`src/cpu_config.svh`:
```
`ifndef CPU_CONFIG_SVH
`define CPU_CONFIG_SVH

// data and address width
`define XLEN 32

// first fetch address after reset
`define RESET_PC 32'h0000_0000

// architectural integer registers, x0 included
`define REG_COUNT 32

`endif

```
`src/cpu_pkg.sv`:
```
`include "cpu_config.svh"

package cpu_pkg;

  // operations understood by the core
  typedef enum logic [2:0] {
    op_addi,
    op_add,
    op_sub,
    op_and,
    op_or,
    op_xor,
    op_lui,
    op_illegal
  } op_t;

  // word handed from fetch to decode
  typedef struct packed {
    logic [`XLEN-1:0] pc;
    logic [`XLEN-1:0] instr;
  } fetcher_output;

  // one decoded instruction waiting for execute
  typedef struct packed {
    logic [`XLEN-1:0] pc;
    op_t              op;
    logic [4:0]       rd;
    logic [4:0]       rs1;
    logic [4:0]       rs2;
    // already sign extended or shifted up for lui
    logic [`XLEN-1:0] imm;
  } decoded_t;

  // record presented on the retire port
  typedef struct packed {
    logic [`XLEN-1:0] pc;
    logic [4:0]       rd;
    logic [`XLEN-1:0] value;
    logic             illegal;
  } retire_t;

endpackage

```
`src/fetcher.sv`:
```
`timescale 1ns/10ps
`include "cpu_config.svh"

module fetcher import cpu_pkg::*; (
  input  var logic             clk,
  input  var logic             reset,
  // handshake
  input  var logic             fetcher_ready,
  output var logic             fetcher_valid,
  input  var logic             mem_valid,
  output var logic             mem_ready,
  // pc from decode, word from memory
  input  var logic [`XLEN-1:0] pc,
  input  var logic [`XLEN-1:0] mem_rdata,
  // outputs
  output     fetcher_output    out,
  output var logic             mem_instr,
  output var logic [`XLEN-1:0] mem_addr,
  output var logic [3:0]       mem_wstrb
);

  // high from the request until its mem_valid comes back
  logic pending;
  logic idle;

  assign idle = !pending && !fetcher_valid;

  // instruction reads only
  assign mem_wstrb = 4'b0000;

  // one request pulse per idle period
  always_ff @(posedge clk) begin
    if (reset) begin
      pending <= 1'b0;
      mem_ready <= 1'b0;
      mem_instr <= 1'b0;
    end else if (idle) begin
      pending <= 1'b1;
      mem_ready <= 1'b1;
      mem_instr <= 1'b1;
    end else begin
      mem_ready <= 1'b0;
      mem_instr <= 1'b0;
      if (mem_valid) begin
        pending <= 1'b0;
      end
    end
  end

  // a word that arrives while decode is busy is dropped, pc has not moved
  always_ff @(posedge clk) begin
    if (reset) begin
      fetcher_valid <= 1'b0;
    end else begin
      fetcher_valid <= mem_valid && fetcher_ready;
    end
  end

  // address and pc are latched with the request
  always_ff @(posedge clk) begin
    if (idle) begin
      mem_addr <= pc;
      out.pc <= pc;
    end
    if (mem_valid && fetcher_ready) begin
      out.instr <= mem_rdata;
    end
  end

endmodule

```
`src/decoder.sv`:
```
`timescale 1ns/10ps
`include "cpu_config.svh"

module decoder import cpu_pkg::*; (
  input  var logic             clk,
  input  var logic             reset,
  // from fetch
  input  var logic             fetch_valid,
  output var logic             fetch_ready,
  input      fetcher_output    fetch,
  output var logic [`XLEN-1:0] pc,
  // to execute
  output var logic             dec_valid,
  input  var logic             dec_ready,
  output     decoded_t         dec
);

  // major opcodes of the supported subset
  localparam logic [6:0] opc_op_imm = 7'b0010011;
  localparam logic [6:0] opc_op     = 7'b0110011;
  localparam logic [6:0] opc_lui    = 7'b0110111;

  logic [6:0] opcode;
  logic [2:0] funct3;
  logic [6:0] funct7;
  logic       fetch_fire;
  op_t        op;
  decoded_t   next;

  assign opcode = fetch.instr[6:0];
  assign funct3 = fetch.instr[14:12];
  assign funct7 = fetch.instr[31:25];

  // register empty or execute taking it this cycle
  assign fetch_ready = !dec_valid || dec_ready;
  assign fetch_fire = fetch_valid && fetch_ready;

  always_comb begin
    op = op_illegal;
    case (opcode)
      opc_op_imm: begin
        if (funct3 == 3'b000) begin
          op = op_addi;
        end
      end
      opc_op: begin
        if (funct7 == 7'b0000000) begin
          case (funct3)
            3'b000:  op = op_add;
            3'b111:  op = op_and;
            3'b110:  op = op_or;
            3'b100:  op = op_xor;
            default: op = op_illegal;
          endcase
        end else if (funct7 == 7'b0100000 && funct3 == 3'b000) begin
          op = op_sub;
        end
      end
      opc_lui: op = op_lui;
      default: op = op_illegal;
    endcase
  end

  always_comb begin
    next.pc = fetch.pc;
    next.op = op;
    next.rd = fetch.instr[11:7];
    next.rs1 = fetch.instr[19:15];
    next.rs2 = fetch.instr[24:20];
    // u-type for lui, sign extended i-type otherwise
    if (op == op_lui) begin
      next.imm = {fetch.instr[31:12], 12'b0};
    end else begin
      next.imm = {{20{fetch.instr[31]}}, fetch.instr[31:20]};
    end
  end

  // pc only moves on an accepted word
  always_ff @(posedge clk) begin
    if (reset) begin
      pc <= `RESET_PC;
      dec_valid <= 1'b0;
    end else if (fetch_fire) begin
      pc <= pc + `XLEN'(4);
      dec_valid <= 1'b1;
    end else if (dec_ready) begin
      dec_valid <= 1'b0;
    end
  end

  always_ff @(posedge clk) begin
    if (fetch_fire) begin
      dec <= next;
    end
  end

endmodule

```
`src/executor.sv`:
```
`timescale 1ns/10ps
`include "cpu_config.svh"

module executor import cpu_pkg::*; (
  input  var logic clk,
  input  var logic reset,
  // from decode
  input  var logic dec_valid,
  output var logic dec_ready,
  input  decoded_t dec,
  // retire port
  output var logic retire_valid,
  input  var logic retire_ready,
  output retire_t  retire
);

  logic [`XLEN-1:0] regs [`REG_COUNT];
  logic [`XLEN-1:0] rs1_val;
  logic [`XLEN-1:0] rs2_val;
  logic [`XLEN-1:0] alu;
  logic             illegal;
  logic             wr_en;
  logic             dec_fire;

  // retire slot free or being emptied this cycle
  assign dec_ready = !retire_valid || retire_ready;
  assign dec_fire = dec_valid && dec_ready;

  // x0 reads as zero
  assign rs1_val = (dec.rs1 == 5'd0) ? '0 : regs[dec.rs1];
  assign rs2_val = (dec.rs2 == 5'd0) ? '0 : regs[dec.rs2];

  assign illegal = (dec.op == op_illegal);
  assign wr_en = dec_fire && !illegal && (dec.rd != 5'd0);

  always_comb begin
    case (dec.op)
      op_addi: alu = rs1_val + dec.imm;
      op_add:  alu = rs1_val + rs2_val;
      op_sub:  alu = rs1_val - rs2_val;
      op_and:  alu = rs1_val & rs2_val;
      op_or:   alu = rs1_val | rs2_val;
      op_xor:  alu = rs1_val ^ rs2_val;
      op_lui:  alu = dec.imm;
      default: alu = '0;
    endcase
  end

  // register file, written in the same edge the retire record loads
  always_ff @(posedge clk) begin
    if (reset) begin
      for (int i = 0; i < `REG_COUNT; i++) begin
        regs[i] <= '0;
      end
    end else if (wr_en) begin
      regs[dec.rd] <= alu;
    end
  end

  always_ff @(posedge clk) begin
    if (reset) begin
      retire_valid <= 1'b0;
    end else if (dec_fire) begin
      retire_valid <= 1'b1;
    end else if (retire_ready) begin
      retire_valid <= 1'b0;
    end
  end

  // held while the consumer stalls
  always_ff @(posedge clk) begin
    if (dec_fire) begin
      retire.pc <= dec.pc;
      retire.illegal <= illegal;
      if (illegal) begin
        retire.rd <= 5'd0;
        retire.value <= '0;
      end else begin
        retire.rd <= dec.rd;
        retire.value <= alu;
      end
    end
  end

endmodule

```
`src/cpu_top.sv`:
```
`timescale 1ns/10ps
`include "cpu_config.svh"

module cpu_top import cpu_pkg::*; (
  input  var logic             clk,
  input  var logic             reset,
  // instruction memory
  input  var logic             mem_valid,
  input  var logic [`XLEN-1:0] mem_rdata,
  output var logic             mem_ready,
  output var logic             mem_instr,
  output var logic [`XLEN-1:0] mem_addr,
  output var logic [3:0]       mem_wstrb,
  // retire port
  output var logic             retire_valid,
  input  var logic             retire_ready,
  output     retire_t          retire
);

  logic             fetcher_valid;
  logic             fetcher_ready;
  fetcher_output    fetch_out;
  logic [`XLEN-1:0] pc;
  logic             dec_valid;
  logic             dec_ready;
  decoded_t         dec;

  fetcher fetch0 (
    .clk           (clk),
    .reset         (reset),
    .fetcher_ready (fetcher_ready),
    .fetcher_valid (fetcher_valid),
    .mem_valid     (mem_valid),
    .mem_ready     (mem_ready),
    .pc            (pc),
    .mem_rdata     (mem_rdata),
    .out           (fetch_out),
    .mem_instr     (mem_instr),
    .mem_addr      (mem_addr),
    .mem_wstrb     (mem_wstrb)
  );

  decoder decode0 (
    .clk         (clk),
    .reset       (reset),
    .fetch_valid (fetcher_valid),
    .fetch_ready (fetcher_ready),
    .fetch       (fetch_out),
    .pc          (pc),
    .dec_valid   (dec_valid),
    .dec_ready   (dec_ready),
    .dec         (dec)
  );

  executor exec0 (
    .clk          (clk),
    .reset        (reset),
    .dec_valid    (dec_valid),
    .dec_ready    (dec_ready),
    .dec          (dec),
    .retire_valid (retire_valid),
    .retire_ready (retire_ready),
    .retire       (retire)
  );

endmodule

```
`config.mk`:
```
export PLATFORM = sky130hd
export DESIGN_NAME = cpu_top
export DESIGN_NICKNAME = d
export VERILOG_FILES = /design/src/cpu_pkg.sv /design/src/fetcher.sv /design/src/decoder.sv /design/src/executor.sv /design/src/cpu_top.sv
export VERILOG_INCLUDE_DIRS = /design/src
export SDC_FILE = /design/constraint.sdc
export NUM_CORES = 2
export LEC_CHECK = 0
export BUFFER_PORTS_ARGS = -buffer_cell sky130_fd_sc_hd__buf_4
export CAP_MARGIN = 20
export CORE_MARGIN = 3
export CORE_UTILIZATION = 25
export DETAILED_ROUTE_END_ITERATION = 16
export PLACE_DENSITY = 0.52
export SLEW_MARGIN = 30
export SYNTH_ARGS = -nofsm -noshare
export SYNTH_HDL_FRONTEND = slang
export SYNTH_SLANG_ARGS = --single-unit
```
`constraint.sdc`:
```
create_clock -name clk -period 6.9 [get_ports clk]
set_input_delay 1.035 -clock clk [delete_from_list [all_inputs] [get_ports clk]]
set_output_delay 1.035 -clock clk [all_outputs]
set_load 0.03 [all_outputs]
```
==> impl_metrics.csv <==
group,metric,value,unit
place,post-dp-hpwl,156,mm
finish,drive_gt1_frac,0.279,
critical_path,crit_family,"simple AND/OR/NAND/NOR gates",
drt,antenna_left,0,
grt,overflow,0,
yosys,synth_cell_types,88,
yosys,syn_area_per_cell,13.9,um2
clocking,clock-sinks,1279,
floorplanning,io-pin-count,145,
clocking,cts_buffer_depth,3,
power_and_ir_drop,power_leakage,27.0,nW
yosys,ys_top_cells_by_area,"edfxtp_1, mux4_2, nor2_1",
clocking,cts_made_buffers,150,
finish,area_growth,18.2,%
critical_path,cp-endpoint,"exec0.retire[18]",
power_and_ir_drop,clockPowerShare,0.396,
finish,nNetsFinal,5138,
place,place_congestion,0.859,
job,drv_cap,0,
yosys,syn_inst,4803,
power_and_ir_drop,ir_drop,0.263,mV
power_and_ir_drop,switchingPower,0.00532,W
timing,finalCritPeriodShare,0.965,
critical_path,critPathMostFrequentCell,"buf_4",
drt,vias_per_cell,5.29,
critical_path,worst_setup_path_start_kind,"flip-flop",
drt,drc_errors,0,
drt,vias,45716,
power_and_ir_drop,p_int,0.0145,W
floorplanning,rows,188,
critical_path,path_buf_inv,8,
critical_path,cp_max_fo,32,
place,port_buffers,136,
yosys,synth_seq_area_share,0.569,
critical_path,critPathKind,"flip-flop to flip-flop",
place,place_ws,-0.151,ns
critical_path,worst_ep_arrival_time,7.17,ns
timing,report.final.slew_viol_count,0,
power_and_ir_drop,combPwrFrac,0.150,
power_and_ir_drop,powerDensity,252,nW/um2
yosys,synth_top_area_share,0.556,
critical_path,r2r_cells,27,
finish,diodes,0,
timing,worstMarginPinSlew,0.992,ns
power_and_ir_drop,seqPwrFrac,0.453,
floorplanning,die-area,273000,um2
critical_path,slowest_delay,0.57,ns
drt,drt-total-wl,251,mm
yosys,synth_area,66700,um2
critical_path,endpoint_kind,"flip-flop",
critical_path,r2r_slack,0.24,ns
yosys,yosys_warnings,0,
clocking,clkLatencyLatePin,0.79,ns
floorplanning,start_util,0.253,
timing,fin_ws,0.242,ns
grt,grt_pass1_vias,45794,
drt,dr.pass1.iters,5,
power_and_ir_drop,p_sw_frac,0.268,
timing,relSlewSlack,0.338,
critical_path,path_depth,27,
grt,antenna_found_initial,2,
timing,fin_crit,6.66,ns
drt,drt_iter0_markers,6159,
grt,grt_max_degree,68,
timing,setup_viol,0,
critical_path,slowest_stage,"mux4_2",
critical_path,rr_endpoint,"exec0.retire[18]",
clocking,cts_tree,"built",
min_path,hp-class,"flip-flop to flip-flop",
yosys,ys_ff_latch,1279,
critical_path,critPathRequiredTime,7.42,ns
grt,grt_pass1_wl,351,mm
drt,wire_per_inst,29.0,um
yosys,ys.flop_type,"edfxtp_1",
floorplanning,core,264000,um2
yosys,synth-edff-count,1234,
yosys,yosys.area.top_type,"edfxtp_1",
floorplanning,die_y,523,um
clocking,cts_root_buf,"clkbuf_16",
yosys,synthArstFlopShare,0,
clocking,htree_levels,4,
timing,finalHoldViolCount,0,
run_status,outcome,"completed",
timing,setup_tns,0,ns
timing,finClkSkew,0.0324,ns
floorplanning,die_w,523,um
grt,grt.total_usage,0.179,
timing,fmax,150,MHz
finish,fillers,26473,
clocking,path_clk_slew,0.06,ns
timing,rsz0062_at_grt,"no",
[flip-flops by register name, summed over array words and instances (netlist names), named ones only]
signal and cells:
decode0.dec 80, decode0.dec_valid 1, decode0.pc 30, exec0.regs 1024
exec0.retire 68, exec0.retire_valid 1, fetch0.fetcher_valid 1, fetch0.mem_ready 1
fetch0.out 62, fetch0.pending 1
[worst min-delay path by stage]
stage                    startpoint          endpoint  slack (ns)  cells past startpoint
finish              decode0.dec[66]  exec0.retire[54]        0.41                      0
global route           mem_rdata[0]     fetch0.out[0]        0.38                      1
CTS                    mem_rdata[0]     fetch0.out[0]        0.36                      1
detailed placement  decode0.dec[52]  exec0.retire[40]        0.41                      0
global placement    decode0.dec[55]  exec0.retire[43]        0.40                      0
floorplan             fetch0.out[7]   decode0.dec[42]        0.40                      0
[kinds of logic (layout without fill, tap and decap cells)]
family          after synthesis  in the layout  synth area share
other cells                   1             40         0.0000562
compound gates              558            558            0.0552
mux                         633            633             0.205
simple gates               1548           1548            0.0985
flops                      1279           1279             0.569
buf+inv                     589            872            0.0409
xor+xnor                     96             96            0.0126
fa+ha+maj                    99             99            0.0187
[metal layers]
metal | track usage | vias to the layer above | wire, um
met4 | 0.0649 | 0 | 10000
met1 | 0.243 | 24150 | 101000
met2 | 0.288 | 2516 | 118000
li1 | - | 18607 | -
met3 | 0.0303 | 443 | 21600
met5 | 0 | - | 0
[what timing repair did]
item,4_1_cts,5_1_grt
pin swaps,0,9
setup buffers,4,7
endpoints found under the hold margin,0,0
endpoints found under the setup margin,192,384
resized for setup,1,22
gates cloned,0,3
hold buffers,0,0
[placed cells by master, fill, tap and decap left out, types with 18 or more instances in the layout]
cell type	netlist	final
a211oi_1	22	18
a21o_1	74	74
a21oi_1	156	133
a21oi_4	0	21
a22oi_1	35	35
a31oi_1	52	48
buf_12	0	51
buf_4	52	425
clkbuf_1	326	43
clkbuf_16	0	157
clkinv_1	0	26
clkinv_2	0	22
conb_1	1	40
dfxtp_1	45	35
edfxtp_1	1234	1234
ha_1	98	97
inv_1	112	109
mux2i_1	46	45
mux4_2	577	577
nand2_1	233	203
nand2_2	1	31
nand2b_1	74	42
nand2b_4	0	26
nand3_1	41	40
nand4_1	18	18
nor2_1	1020	1014
nor2b_1	26	25
nor3_1	33	32
o211ai_1	19	19
o21ai_0	51	49
o22ai_1	42	42
xnor2_1	51	51
xor2_1	45	45
[final cells by class]
| class | instances | area [um2] | area share |
|---|---|---|---|
| sequential | 1279 | 38000 | 0.482 |
| multi-input combinational | 2974 | 27000 | 0.342 |
| tap | 3515 | 4400 | 0.0558 |
| timing repair buffer | 484 | 4350 | 0.0552 |
| clock buffer | 199 | 4050 | 0.0514 |
| clock inverter | 75 | 671 | 0.00850 |
| inverter | 114 | 433 | 0.00549 |
[cells in the mapped netlist, types with 18 or more instances]
| cell type | instances |
|---|---|
| dfxtp_1 | 45 |
| a211oi_1 | 22 |
| mux2i_1 | 46 |
| o22ai_1 | 42 |
| nor2_1 | 1020 |
| nor3_1 | 33 |
| xor2_1 | 45 |
| a21o_1 | 74 |
| clkbuf_1 | 326 |
| or3_1 | 18 |
| ha_1 | 98 |
| nand4_1 | 18 |
| edfxtp_1 | 1234 |
| o21ai_0 | 51 |
| inv_1 | 112 |
| nand2b_1 | 74 |
| buf_1 | 40 |
| a22oi_1 | 35 |
| nand2_1 | 233 |
| a31oi_1 | 52 |
| buf_4 | 52 |
| buf_2 | 23 |
| mux4_2 | 577 |
| nand3_1 | 41 |
| xnor2_1 | 51 |
| nor2b_1 | 26 |
| o211ai_1 | 19 |
| buf_6 | 19 |
| a21oi_1 | 156 |
[metrics by stage]
stage          power (W)  hold WS (ns)  instance area (um2)  utilization  std cells
2_1_floorplan     0.0108         0.400                66800            -       4842
3_3_place_gp      0.0121         0.402                73800        0.280       8351
3_5_place_dp      0.0121         0.406                73800        0.280       8351
4_1_cts           0.0199         0.358                78600        0.298       8629
5_1_grt           0.0205         0.379                78900        0.299       8640
6_report          0.0198         0.412                78900        0.299       8640
[power groups by stage]
stage / clock network, W / registers, W / logic (W)
floorplan: 0 / 0.00906 / 0.00176
global placement: 0 / 0.00914 / 0.00292
detailed placement: 0 / 0.00916 / 0.00293
CTS: 0.00799 / 0.00899 / 0.00295
global route: 0.00830 / 0.00902 / 0.00313
finish: 0.00786 / 0.00899 / 0.00298
No activity file was read; power rests on OpenSTA's default activity.
